==> src/include/psg_defines.svh <==
`ifndef PSG_DEFINES_SVH
`define PSG_DEFINES_SVH

// ************************************************************************
// Clock rates.
// ************************************************************************
`define PSG_CLK_IN_HZ     100000000  // System clock.
`define PSG_TICK_HZ       1789000    // PSG tick, classic 1.789 MHz.

// ************************************************************************
// Channel and datapath widths.
// ************************************************************************
`define PSG_NUM_CHANNELS  3          // Tone channels A, B, C.
`define PSG_PERIOD_BITS   12         // Half-period in ticks.
`define PSG_LEVEL_BITS    10         // Unsigned channel amplitude.
`define PSG_MIX_BITS      16         // Signed mixer output.

// ************************************************************************
// Bus map and mixer reset values.
// ************************************************************************
`define PSG_BASE_NIBBLE   4'h0       // addr[7:4] of the PSG block.
`define MIX_BASE_NIBBLE   4'h8       // addr[7:4] of the mixer block.
`define MIX_GAIN_UNITY    8'd64      // Channel gain of x1.
`define MIX_MASTER_UNITY  8'd128     // Master volume of x1.

`endif

==> src/logic/psg_pkg.sv <==
`default_nettype none

`include "psg_defines.svh"

package psg_pkg;

    typedef logic [`PSG_PERIOD_BITS-1:0]       tone_period_t;  // Half-period, in ticks.
    typedef logic [3:0]                        volume_t;       // 4-bit volume code.
    typedef logic [`PSG_LEVEL_BITS-1:0]        chan_level_t;   // Channel amplitude.
    typedef logic [7:0]                        gain_t;         // Unsigned gain.
    typedef logic signed [`PSG_MIX_BITS-1:0]   mix_sample_t;   // Output sample.

    // Exponential DAC curve, about -3 dB per step.
    // Code 0 is silence, code 15 is full scale.
    localparam chan_level_t LEVEL_TABLE [16] = '{
        10'd0,   10'd8,   10'd11,  10'd16,
        10'd23,  10'd32,  10'd45,  10'd64,
        10'd90,  10'd128, 10'd181, 10'd256,
        10'd362, 10'd512, 10'd723, 10'd1023
    };

    // Volume code to linear amplitude.
    function automatic chan_level_t level_of(input volume_t code);
        return LEVEL_TABLE[code];
    endfunction

endpackage

`default_nettype wire

==> src/logic/fp_clk_divider.sv <==
`default_nettype none
`timescale 1ns/100ps

// Fractional divider. A phase accumulator steps by OUTPUT_HZ each clock
// and wraps at INPUT_HZ, so the mean strobe rate is exact to the Hz.
module fp_clk_divider #(
    parameter int unsigned INPUT_HZ  = 100000000,
    parameter int unsigned OUTPUT_HZ = 1789000
) (
    input  logic clk,
    input  logic rst,
    output logic tick
);

    // One spare bit so the sum never overflows before the compare.
    localparam int ACC_BITS = $clog2(INPUT_HZ + OUTPUT_HZ) + 1;
    localparam logic [ACC_BITS-1:0] STEP = ACC_BITS'(OUTPUT_HZ);
    localparam logic [ACC_BITS-1:0] WRAP = ACC_BITS'(INPUT_HZ);

    logic [ACC_BITS-1:0] phase_q;
    logic [ACC_BITS-1:0] phase_next;
    logic                wrap;

    assign phase_next = phase_q + STEP;      // Advance by the output rate.
    assign wrap       = (phase_next >= WRAP); // Crossed one input period.

    always_ff @(posedge clk) begin
        if (rst) begin
            phase_q <= '0;
            tick    <= 1'b0;
        end else begin
            // Keep the remainder, that is the fractional part.
            phase_q <= wrap ? (phase_next - WRAP) : phase_next;
            tick    <= wrap;                    // One-cycle strobe.
        end
    end

    // ************************************************************************
    // Checks.
    // ************************************************************************

    // Output rate is below half the input, so strobes never touch.
    a_tick_single : assert property (
        @(posedge clk) disable iff (rst) tick |=> !tick
    );

endmodule

`default_nettype wire

==> src/logic/psg_registers.sv <==
`default_nettype none
`timescale 1ns/100ps

`include "psg_defines.svh"

module psg_registers (
    input  logic                   clk,
    input  logic                   rst,
    input  logic [7:0]             addr,
    input  logic [7:0]             data,
    input  logic                   wr_n,
    output psg_pkg::tone_period_t  period [`PSG_NUM_CHANNELS],
    output logic [`PSG_NUM_CHANNELS-1:0] tone_off,
    output psg_pkg::volume_t       volume [`PSG_NUM_CHANNELS],
    output logic [7:0]             rd_data
);

    localparam logic [3:0] MIXER_REG = 4'd7;   // Tone-disable bits.
    localparam logic [3:0] VOL_BASE  = 4'd8;   // Volume A, B, C follow.

    logic [7:0] regs_q [16];   // Byte-wide register file.
    logic       wr_en;

    // Bits the real chip keeps. Everything else reads back 0.
    function automatic logic [7:0] write_mask(input logic [3:0] idx);
        case (idx)
            4'd0, 4'd2, 4'd4: return 8'hFF;    // Period fine.
            4'd1, 4'd3, 4'd5: return 8'h0F;    // Period coarse.
            4'd7:             return 8'h07;    // Tone disable, no noise or IO.
            4'd8, 4'd9, 4'd10: return 8'h0F;   // Volume, no envelope mode.
            default:          return 8'h00;    // Unused or dropped.
        endcase
    endfunction

    assign wr_en = !wr_n && (addr[7:4] == `PSG_BASE_NIBBLE);

    always_ff @(posedge clk) begin
        if (rst) begin
            for (int i = 0; i < 16; i++) begin
                regs_q[i] <= 8'h00;
            end
        end else if (wr_en) begin
            regs_q[addr[3:0]] <= data & write_mask(addr[3:0]);
        end
    end

    // ************************************************************************
    // Field decode.
    // ************************************************************************
    always_comb begin
        for (int i = 0; i < `PSG_NUM_CHANNELS; i++) begin
            // Coarse nibble on top of the fine byte.
            period[i] = {regs_q[2*i+1][3:0], regs_q[2*i]};
            volume[i] = regs_q[VOL_BASE + 4'(i)][3:0];
        end
    end

    assign tone_off = regs_q[MIXER_REG][`PSG_NUM_CHANNELS-1:0]; // Set bit holds high.
    assign rd_data  = regs_q[addr[3:0]];     // Registered in the top level.

    // Envelope-mode bits are never stored, whatever was written.
    a_vol_masked : assert property (
        @(posedge clk) disable iff (rst)
        ((regs_q[8] | regs_q[9] | regs_q[10]) & 8'hF0) == 8'h00
    );

endmodule

`default_nettype wire

==> src/logic/tone_channel.sv <==
`default_nettype none
`timescale 1ns/100ps

// One square-wave voice. The square state flips every period ticks.
module tone_channel (
    input  logic                  clk,
    input  logic                  rst,
    input  logic                  tick,
    input  psg_pkg::tone_period_t period,
    input  logic                  tone_off,
    input  psg_pkg::volume_t      volume,
    output psg_pkg::chan_level_t  level,
    output logic                  high
);

    psg_pkg::tone_period_t eff_period;   // Period with 0 read as 1.
    psg_pkg::tone_period_t cnt_q;        // Ticks into the half-period.
    logic                  square_q;     // Raw square state.
    logic                  tick_d;       // Tick, one cycle late.

    assign eff_period = (period == '0) ? psg_pkg::tone_period_t'(1) : period;

    always_ff @(posedge clk) begin
        if (rst) begin
            cnt_q    <= '0;
            square_q <= 1'b0;
            tick_d   <= 1'b0;
            level    <= '0;
            high     <= 1'b0;
        end else begin
            tick_d <= tick;
            if (tick) begin
                // Last tick of the half-period. A shortened period
                // also lands here, so the count never runs past it.
                if (cnt_q >= eff_period - 1'b1) begin
                    cnt_q    <= '0;
                    square_q <= ~square_q;
                end else begin
                    cnt_q <= cnt_q + 1'b1;
                end
            end
            // Output stage sees the state updated on the tick.
            if (tick_d) begin
                level <= psg_pkg::level_of(volume);
                high  <= square_q | tone_off;    // Disabled voice sits high.
            end
        end
    end

    // ************************************************************************
    // Checks.
    // ************************************************************************

    // Count stays inside the period seen on the tick.
    a_cnt_in_range : assert property (
        @(posedge clk) disable iff (rst) tick |=> (cnt_q < $past(eff_period))
    );

endmodule

`default_nettype wire

==> src/logic/channel_mixer.sv <==
`default_nettype none
`timescale 1ns/100ps

`include "psg_defines.svh"

module channel_mixer (
    input  logic                 clk,
    input  logic                 rst,
    input  logic                 tick,
    input  logic [7:0]           addr,
    input  logic [7:0]           data,
    input  logic                 wr_n,
    input  psg_pkg::chan_level_t level [`PSG_NUM_CHANNELS],
    input  logic [`PSG_NUM_CHANNELS-1:0] high,
    output logic [7:0]           rd_data,
    output psg_pkg::mix_sample_t sound
);

    localparam int N = `PSG_NUM_CHANNELS;
    localparam logic [3:0] MASTER_REG = 4'(N);      // Follows the gains.
    localparam logic [3:0] INV_REG    = 4'(N + 1);  // Invert mask.
    localparam logic signed [31:0] SAMPLE_MAX = 32'sd32767;
    localparam logic signed [31:0] SAMPLE_MIN = -32'sd32768;

    psg_pkg::gain_t   gain_q [N];      // Per-channel gain, 64 is x1.
    psg_pkg::gain_t   master_q;        // Master volume, 128 is x1.
    logic [N-1:0]     inv_q;           // Phase inversion per channel.
    logic             wr_en;
    logic             tick_d;          // Channel outputs update here.
    logic             mix_stb;         // Channel outputs are settled.
    logic             clamp_q;         // Last sample was saturated.

    logic signed [31:0] signed_lvl [N];
    logic signed [31:0] term [N];
    logic signed [31:0] sum_w;
    logic signed [31:0] scaled_w;
    logic               clamp_hi;
    logic               clamp_lo;

    assign wr_en = !wr_n && (addr[7:4] == `MIX_BASE_NIBBLE);

    // ************************************************************************
    // Control registers.
    // ************************************************************************
    always_ff @(posedge clk) begin
        if (rst) begin
            for (int i = 0; i < N; i++) begin
                gain_q[i] <= `MIX_GAIN_UNITY;
            end
            master_q <= `MIX_MASTER_UNITY;
            inv_q    <= '0;
        end else if (wr_en) begin
            for (int i = 0; i < N; i++) begin
                if (addr[3:0] == 4'(i)) gain_q[i] <= data;
            end
            if (addr[3:0] == MASTER_REG) master_q <= data;
            if (addr[3:0] == INV_REG)    inv_q    <= data[N-1:0]; // Upper bits dropped.
        end
    end

    always_comb begin
        rd_data = 8'h00;                    // Unused addresses.
        for (int i = 0; i < N; i++) begin
            if (addr[3:0] == 4'(i)) rd_data = gain_q[i];
        end
        if (addr[3:0] == MASTER_REG) rd_data = master_q;
        if (addr[3:0] == INV_REG)    rd_data = 8'(inv_q);
    end

    // ************************************************************************
    // Datapath. Wide signed math, then one clamp at the end.
    // ************************************************************************
    always_comb begin
        sum_w = '0;
        for (int i = 0; i < N; i++) begin
            // Square wave centred on zero.
            signed_lvl[i] = high[i] ? 32'(level[i]) : -32'(level[i]);
            term[i] = (signed_lvl[i] * $signed({24'd0, gain_q[i]})) >>> 6;
            if (inv_q[i]) term[i] = -term[i];
            sum_w = sum_w + term[i];
        end
        scaled_w = (sum_w * $signed({24'd0, master_q})) >>> 7;
    end

    assign clamp_hi = (scaled_w > SAMPLE_MAX);
    assign clamp_lo = (scaled_w < SAMPLE_MIN);

    always_ff @(posedge clk) begin
        if (rst) begin
            tick_d  <= 1'b0;
            mix_stb <= 1'b0;
            clamp_q <= 1'b0;
            sound   <= '0;
        end else begin
            tick_d  <= tick;
            mix_stb <= tick_d;
            if (mix_stb) begin
                clamp_q <= clamp_hi | clamp_lo;
                if (clamp_hi) sound <= psg_pkg::mix_sample_t'(SAMPLE_MAX);
                else if (clamp_lo) sound <= psg_pkg::mix_sample_t'(SAMPLE_MIN);
                else sound <= scaled_w[`PSG_MIX_BITS-1:0];
            end
        end
    end

    // An overrange sum shows up as a flagged full-scale sample.
    a_clamp_flag : assert property (
        @(posedge clk) disable iff (rst)
        mix_stb && (clamp_hi || clamp_lo) |=>
            clamp_q && ((sound == SAMPLE_MAX[15:0]) || (sound == SAMPLE_MIN[15:0]))
    );

endmodule

`default_nettype wire

==> src/logic/psg_system.sv <==
`default_nettype none
`timescale 1ns/100ps

`include "psg_defines.svh"

// Single PSG with three tone voices and a mono mixer.
module psg_system (
    input  logic                 clk,
    input  logic                 rst,
    input  logic [7:0]           addr,
    input  logic [7:0]           data,
    input  logic                 wr_n,
    output logic [7:0]           dout,
    output psg_pkg::mix_sample_t sound
);

    logic                                 tick;      // PSG clock enable.
    psg_pkg::tone_period_t                period [`PSG_NUM_CHANNELS];
    logic [`PSG_NUM_CHANNELS-1:0]         tone_off;
    psg_pkg::volume_t                     volume [`PSG_NUM_CHANNELS];
    psg_pkg::chan_level_t                 level  [`PSG_NUM_CHANNELS];
    logic [`PSG_NUM_CHANNELS-1:0]         high;
    logic [7:0]                           psg_rd;    // PSG block read value.
    logic [7:0]                           mix_rd;    // Mixer block read value.

    // ************************************************************************
    // Tick generation.
    // ************************************************************************
    fp_clk_divider #(
        .INPUT_HZ  (`PSG_CLK_IN_HZ),
        .OUTPUT_HZ (`PSG_TICK_HZ)
    ) div_i (
        .clk  (clk),
        .rst  (rst),
        .tick (tick)
    );

    psg_registers regs_i (
        .clk      (clk),
        .rst      (rst),
        .addr     (addr),
        .data     (data),
        .wr_n     (wr_n),
        .period   (period),
        .tone_off (tone_off),
        .volume   (volume),
        .rd_data  (psg_rd)
    );

    // One voice per channel, A first.
    for (genvar ch = 0; ch < `PSG_NUM_CHANNELS; ch++) begin : g_chan
        tone_channel chan_i (
            .clk      (clk),
            .rst      (rst),
            .tick     (tick),
            .period   (period[ch]),
            .tone_off (tone_off[ch]),
            .volume   (volume[ch]),
            .level    (level[ch]),
            .high     (high[ch])
        );
    end

    channel_mixer mix_i (
        .clk     (clk),
        .rst     (rst),
        .tick    (tick),
        .addr    (addr),
        .data    (data),
        .wr_n    (wr_n),
        .level   (level),
        .high    (high),
        .rd_data (mix_rd),
        .sound   (sound)
    );

    // Read-back. Block picked by the upper address nibble.
    always_ff @(posedge clk) begin
        if (rst) begin
            dout <= 8'h00;
        end else begin
            case (addr[7:4])
                `PSG_BASE_NIBBLE: dout <= psg_rd;
                `MIX_BASE_NIBBLE: dout <= mix_rd;
                default:          dout <= 8'h00;  // Nothing mapped.
            endcase
        end
    end

endmodule

`default_nettype wire

==> config.mk <==
export PLATFORM = sky130hd
export DESIGN_NAME = psg_system
export DESIGN_NICKNAME = d
export VERILOG_FILES = /design/src/logic/psg_pkg.sv /design/src/logic/fp_clk_divider.sv /design/src/logic/psg_registers.sv /design/src/logic/tone_channel.sv /design/src/logic/channel_mixer.sv /design/src/logic/psg_system.sv
export VERILOG_INCLUDE_DIRS = /design/src /design/src/include
export SDC_FILE = /design/constraint.sdc
export NUM_CORES = 2
export LEC_CHECK = 0
export BUFFER_PORTS_ARGS = -buffer_cell sky130_fd_sc_hd__buf_2
export CAP_MARGIN = 25
export CORE_ASPECT_RATIO = 0.5
export CORE_UTILIZATION = 50
export CTS_BUF_LIST = sky130_fd_sc_hd__clkbuf_2 sky130_fd_sc_hd__clkbuf_4 sky130_fd_sc_hd__clkbuf_8
export DETAILED_ROUTE_END_ITERATION = 16
export PLACE_DENSITY = 0.68
export SETUP_SLACK_MARGIN = 0.02
export SYNTH_ARGS = -nofsm -noshare
export SYNTH_HDL_FRONTEND = slang
export SYNTH_SLANG_ARGS = --single-unit
==> constraint.sdc <==
create_clock -name clk -period 15.4 [get_ports clk]
set_clock_uncertainty 0.15 [all_clocks]
set_input_delay 3.08 -clock clk [delete_from_list [all_inputs] [get_ports clk]]
set_output_delay 3.08 -clock clk [all_outputs]
set_load 0.1 [all_outputs]
# Word level (Yosys, flattened, before mapping)
# Memories as Yosys holds them, arrays and structs flattened. A register that Yosys moved wholly into a read port is not among the register bits.
# Index checks and enable logic that the tools add are counted.
[classes]
addsub = 16
n_mul = 4
n_lt_le_gt_ge = 6
n_eq_ne = 5
mux = 46
bitwise = 13
n_reduce_logical = 14
[ops]
columns = ["op", "count"]
rows = [
  ["32-bit two-way mux", 6],
  ["32-bit by 9-bit multiplier with 32-bit output", 4],
  ["10-bit negator with 32-bit output", 3],
  ["26-bit negator with 32-bit output", 3],
  ["8-bit two-way mux", 11],
  ["12-bit two-way mux", 6],
  ["32-bit adder", 2],
  ["12-bit by 1-bit adder with 12-bit output, second input constant", 3],
  ["12-bit >= comparator", 3],
  ["12-bit logical NOT", 3],
  ["12-bit by 1-bit subtractor with 12-bit output, second input constant", 3],
  ["16-bit two-way mux", 2],
  ["28-bit by 21-bit adder with 28-bit output, second input constant", 1],
  ["28-bit by 27-bit >= comparator with 1-bit output, second input constant", 1],
  ["28-bit two-way mux", 1],
  ["28-bit by 27-bit subtractor with 28-bit output, second input constant", 1],
  ["25-bit by 16-bit > comparator with 1-bit output, second input constant", 1],
  ["25-bit by 16-bit less-than comparator with 1-bit output, second input constant", 1],
  ["1-bit two-way mux", 18],
  ["8-bit one-hot mux with 2 select lines", 1],
  ["4-bit inverter with 5-bit output", 3],
  ["2-bit AND reduction", 5],
  ["8-bit bitwise AND", 1],
  ["4-bit by 2-bit == test with 1-bit output, second input constant", 2],
  ["other kinds (10)", 19],
]
[totals]
reg_bits = 108
ram_bits = 152
mem_bits_ro = 608
inputBits = 19
output_inout_bits = 24
elab_cells = 127
memories = 6
[memory_table]
columns = ["memory", "depth", "width", "read_ports", "rd_clocked_by_memory_dff", "wr", "line_no", "source"]
rows = [
  ["(name not given)", 16, 10, 1, 1, 0, "psg_pkg.sv:24", "return LEVEL_TABLE[code];"],
  ["(name not given)", 16, 10, 1, 1, 0, "psg_pkg.sv:24", ""],
  ["(name not given)", 16, 10, 1, 1, 0, "psg_pkg.sv:24", ""],
  ["(name not given)", 16, 8, 1, 0, 0, "psg_registers.sv:26", "case (idx)"],
  ["regs_i.regs_q", 16, 8, 11, 0, 16, "psg_registers.sv:21", "logic [7:0] regs_q [16];"],
  ["mix_i.gain_q", 3, 8, 3, 0, 3, "channel_mixer.sv:25", "psg_pkg::gain_t gain_q [N];"],
]

# Logic depth before layout (Yosys ltp)
[depth]
depth_word = 11
depth_mapped = 65

# Cells and area by module
# From an unflattened synthesis, not the netlist that was laid out.
[hier_totals]
cells_unflattened = 5153
hier_area_um2 = 46020.4
[by_module_without_submodules]
columns = ["module", "instances", "cells_per_inst", "area_per_inst_um2"]
rows = [
  ["channel_mixer", 1, 3927, 32959.1],
  ["psg_registers", 1, 324, 5680.4],
  ["tone_channel", 3, 205, 1680.4],
  ["fp_clk_divider", 1, 260, 2053.2],
  ["psg_system", 1, 27, 286.5],
]

# Worst setup path after synthesis
# No wires, ideal clock.
[synth_timing]
kind = "register to register"
startpoint = "register g_chan[1].chan_i.level[3]"
endpoint = "register mix_i.sound[5]"
arrival_ns = 14.239
t_required_ns = 15.118
setup_slack_ns = 0.879
path_stages_with_launch = 58
period_less_slack_ns = 14.521
path_cell_list = "dfxtp_1 > or3_1 > or3_1 > nor4b_1 > ha_1 > mux2_2 > and2_1 > fa_1 > fa_1 > fa_1 > inv_1 > fa_1 > inv_1 > ha_1 > clkbuf_1 > a21oi_1 > o21ai_0 > a2111oi_0 > (+22 left out) > inv_1 > ha_1 > a21o_1 > a21oi_1 > nor4b_1 > a21o_1 > a21oi_1 > a21o_1 > a21o_1 > a21o_1 > a21oi_1 > o21bai_1 > xnor2_1 > xnor3_1 > or3_4 > a31oi_4 > buf_4 > o32ai_1"
[synth_via]
elab_chain_cells = 11
word_cells_on_any_way = 12
cone_classes = "add/sub (4); mul (2); order compare (2); mux (4)"
[synth_lines]
columns = ["item", "line_no", "source"]
rows = [
  ["from (decl)", "tone_channel.sv:12", "output psg_pkg::chan_level_t level,"],
  ["10-bit negator with 32-bit output", "channel_mixer.sv:77", "signed_lvl[i] = high[i] ? 32'(level[i]) : -32'(level[i]);"],
  ["32-bit two-way mux *", "channel_mixer.sv:77", ""],
  ["32-bit by 9-bit multiplier with 32-bit output *", "channel_mixer.sv:78", "term[i] = (signed_lvl[i] * $signed({24'd0, gain_q[i]})) >>> 6;"],
  ["26-bit negator with 32-bit output", "channel_mixer.sv:79", "if (inv_q[i]) term[i] = -term[i];"],
  ["32-bit two-way mux *", "channel_mixer.sv:79", ""],
  ["32-bit adder * (2 in series)", "channel_mixer.sv:80", "sum_w = sum_w + term[i];"],
  ["32-bit by 9-bit multiplier with 32-bit output *", "channel_mixer.sv:82", "scaled_w = (sum_w * $signed({24'd0, master_q})) >>> 7;"],
  ["25-bit by 16-bit less-than comparator with 1-bit output", "channel_mixer.sv:86", "assign clamp_lo = (scaled_w < SAMPLE_MIN);"],
  ["16-bit two-way mux", "channel_mixer.sv:100", "else if (clamp_lo) sound <= psg_pkg::mix_sample_t'(SAMPLE_MIN);"],
  ["16-bit two-way mux *", "channel_mixer.sv:99", "if (clamp_hi) sound <= psg_pkg::mix_sample_t'(SAMPLE_MAX);"],
  ["to (signal assigned)", "channel_mixer.sv:99", ""],
  ["to (signal assigned)", "channel_mixer.sv:100", ""],
  ["to (signal assigned)", "channel_mixer.sv:101", "else sound <= scaled_w[`PSG_MIX_BITS-1:0];"],
  ["to (decl)", "channel_mixer.sv:16", "output psg_pkg::mix_sample_t sound"],
]
# Every way passes the cells marked *; elsewhere a longest branch is shown, timed or not.
# A chain may end at the register's enable or synchronous reset.

# Worst setup path after layout
[layout_timing]
startpoint = "register g_chan[1].chan_i.level[3]"
endpoint = "register mix_i.sound[1]"
# Same word-level chain as after synthesis.

==> summary.md <==
| Metric | Value |
|---|---|
| Run status | `complete, no violations` |
| Gr ovfl total | `0` |
| Crit path arrival time | `15.19 ns` |
| CTS buffer count | `43` |
| Final instance area | `0.04729 sq mm` |
| Most frequent cells in the layout | `inv_1, fa_1, nand2_1` |
| Post-Synthesis Cells | `4770` |
| Sequential cell area | `0.007271 sq mm` |
| Wire per inst | `18.53 um` |
| Pre-CTS setup slack | `-0.3813 ns` |
| Post-synthesis sequential area ratio | `16.81%` |
| YS warnings | `0` |
| Share of layout cells above drive strength 1 | `9.717%` |
| Power Density | `37.35 mW/mm^2` |
| Min cycle time layout | `14.86 ns` |
| FMAX | `67.31 MHz` |
| Clock sink count | `287` |
| Hold-fix buffers, CTS | `0` |
| DP Area | `0.04546 sq mm` |
| Tot Pwr | `1766 uW` |
| Area leader, netlist | `fa_1` |
| Deepest clock path buffer count | `3` |
| Hold Path Class | `reg2reg` |
| First-pass GRT wire length | `185200 um` |
| CP startpoint kind | `flip-flop` |
| Post-route ant nets | `0` |
| Register bit total from synthesis | `287` |
| Initial antenna violation count | `6` |
| Max VDD drop | `0.05865 mV` |
| Top post-synthesis cells by area | `fa_1, edfxtp_1, ha_1` |
| Worst slew margin | `30.55%` |
| Port Buffer Count | `42` |
| Slew @ Worst Pin | `1.041 ns` |
| CTS tree | `yes` |
| CP max FO | `15` |
| Final WL | `113000 um` |
| DR vias | `33500` |
| Fin. Hold Viols | `0` |
| # DRC | `0` |
| Final Max Slew Viols | `0` |
| Tot GR Track Use | `26.61%` |
| DP Cell Count | `5991` |
| Core box area | `0.08474 sq mm` |
| Ports | `43` |
| Setup-failing EPs final | `0` |
| Filler instances | `7495` |
| Clock-pin slew on the worst setup and hold paths | `0.07 ns` |
| M1 GR Usage | `38.91%` |
| Final setup margin | `0.5439 ns` |
| Max_cap viols | `0` |
| Met3 usage in global routing | `5.198%` |
| Commonest non-fill, non-tap cell in the layout | `inv_1` |
| Distinct cells, synth | `93` |
| Non-Filler Instances | `6098` |
| WS Path Type | `reg2reg` |
| Root buf cell | `clkbuf_8` |
| Required @ worst endpoint | `15.73 ns` |
| RD Place Congestion | `0.9416` |
| Mapped Area | `0.04322 sq mm` |
| Leak pwr | `0.02302 uW` |
| Synth Area per Inst | `9.061 sq um` |
| Die W | `417.8 um` |
| H-Tree Depth | `2` |
| EDFF count, synth | `152` |
| Worst-skew pair later-pin latency | `0.63 ns` |
| Starting Density | `51.01%` |
| Most Crowded Layer GR | `met2` |
| Initial DRC count | `2411` |
| Vias per inst | `5.494` |
| DP HPWL | `90860 um` |
| 1st-pass router iterations | `5` |
| Critical Path Max Stage Delay | `0.62 ns` |
| Top cell type's share of synthesized area | `27.98%` |
| Largest net degree at the start of global routing | `64` |
| Multi-input logic area | `0.03325 sq mm` |
| Setup tns final | `0 ns` |
| Crit end category | `flip-flop` |
| Post-synth top flop | `edfxtp_1` |
| Most frequent cell on the critical path | `fa_1` |
| Syn-to-layout area delta | `9.411%` |
| Die ar. | `0.08770 sq mm` |
| Number of global-route vias before repair | `34490` |
| Die height | `209.9 um` |
| Asr flop ratio synth | `0%` |
| Critical path's slowest cell | `fa_1` |
| Period utilization | `96.47%` |
| Layout Nets | `5839` |
| Num rows | `75` |
| Met2 Usage GRT | `41.51%` |
layout make-up:
cell class	count	area share, %
Antenna cell	3	0.01588
Clock buffer	56	1.458
Clock inverter	23	0.3916
Inverter	815	6.469
Multi-Input combinational cell	3576	70.30
Sequential cell	287	15.38
Tap cell	1155	3.056
Timing Repair Buffer	183	2.932
sequential cells by signal, summed over array words and instances, names as in the netlist:
| register | cells |
|---|---|
| dout | 8 |
| g_chan.chan_i.tick_d | 1 |
| g_chan.chan_i.cnt_q | 36 |
| div_i.phase_q | 25 |
| mix_i.mix_stb | 1 |
| mix_i.sound | 16 |
| mix_i.master_q | 8 |
| g_chan.chan_i.high | 3 |
| mix_i.inv_q | 3 |
| regs_i.regs_q | 128 |
| g_chan.chan_i.level | 30 |
| g_chan.chan_i.square_q | 3 |
| mix_i.gain_q | 24 |
| div_i.tick | 1 |
metal layers:
| metal | routed length, um | vias up | share of wire, % |
|---|---|---|---|
| met4 | 1798 | 2 | 1.6 |
| met1 | 51130 | 16700 | 45 |
| met2 | 50390 | 1100 | 45 |
| met3 | 9668 | 122 | 8.6 |
| met5 | 13 | - | 0.012 |
| li1 | - | 15580 | - |
synthesized netlist by cell type (all sizes together), types with 15 or more instances:
library cell  number
or3               40
clkbuf           151
or2               22
a21oi            172
nor3              45
a31oi             20
buf               17
and2             331
ha               310
o21a              18
a21o              96
a211oi            30
nor2             322
nand3             53
o211ai            15
o32ai             15
nor2b             45
nand2            489
nand4             36
xor2             155
dfxtp            135
and3              23
inv              814
xnor2            180
nor4              22
a31o              18
mux4              49
fa               604
mux2i             24
o21ai            113
edfxtp           152
nand2b            54
worst max-delay path: cells and delay by family (launching register included):
kind,cells,cell delay (ns)
fa+ha+maj,13,5.73
simple gates,14,3.46
compound gates,18,3.13
xor+xnor,4,0.99
buf+inv,7,0.56
flops,1,0.34
mux,1,0.32
worst paths after layout:
kind | start | end | slack, ns | cells past startpoint
max | g_chan[1].chan_i.level[3] | mix_i.sound[1] | 0.54 | 57
min | div_i.phase_q[3] | div_i.phase_q[3] | 0.33 | 1
max reg2reg | g_chan[1].chan_i.level[3] | mix_i.sound[1] | 0.54 | 57
min reg2reg | div_i.phase_q[3] | div_i.phase_q[3] | 0.33 | 1
power breakdown:
group	internal, uW	switching, uW
Sequential	845	50.9
Clock	333	343
Combinational	79.6	114
cells by family after synthesis:
| family | Yosys count | synth area share, % |
|---|---|---|
| AO/OA/AOI/OAI | 625 | 9.672 |
| XOR/XNOR | 339 | 6.997 |
| adder cells (fa/ha/maj) | 914 | 36.95 |
| buffers and inverters | 983 | 8.566 |
| flip-flops | 287 | 16.81 |
| multiplexers | 80 | 3.291 |
| other | 1 | 0.008676 |
| AND/OR/NAND/NOR | 1541 | 17.70 |
through the flow:
step,hold slack (ns),utilization [%]
floorplan,0.2916,-
global placement,0.3101,53.55
detailed placement,0.3223,53.65
CTS,0.3365,54.77
global route,0.3560,55.80
finish,0.3262,55.81
repair_timing:
| action | 4_1_cts | 5_1_grt |
|---|---|---|
| setup buffers | 3 | 20 |
| pin swaps | 2 | 42 |
| cloned | 0 | 1 |
| endpoints found under the setup margin | 16 | 16 |
| endpoints found under the hold margin | 0 | 0 |
| resized for setup | 5 | 141 |
Note: power is estimated with default switching activity, not from simulation.
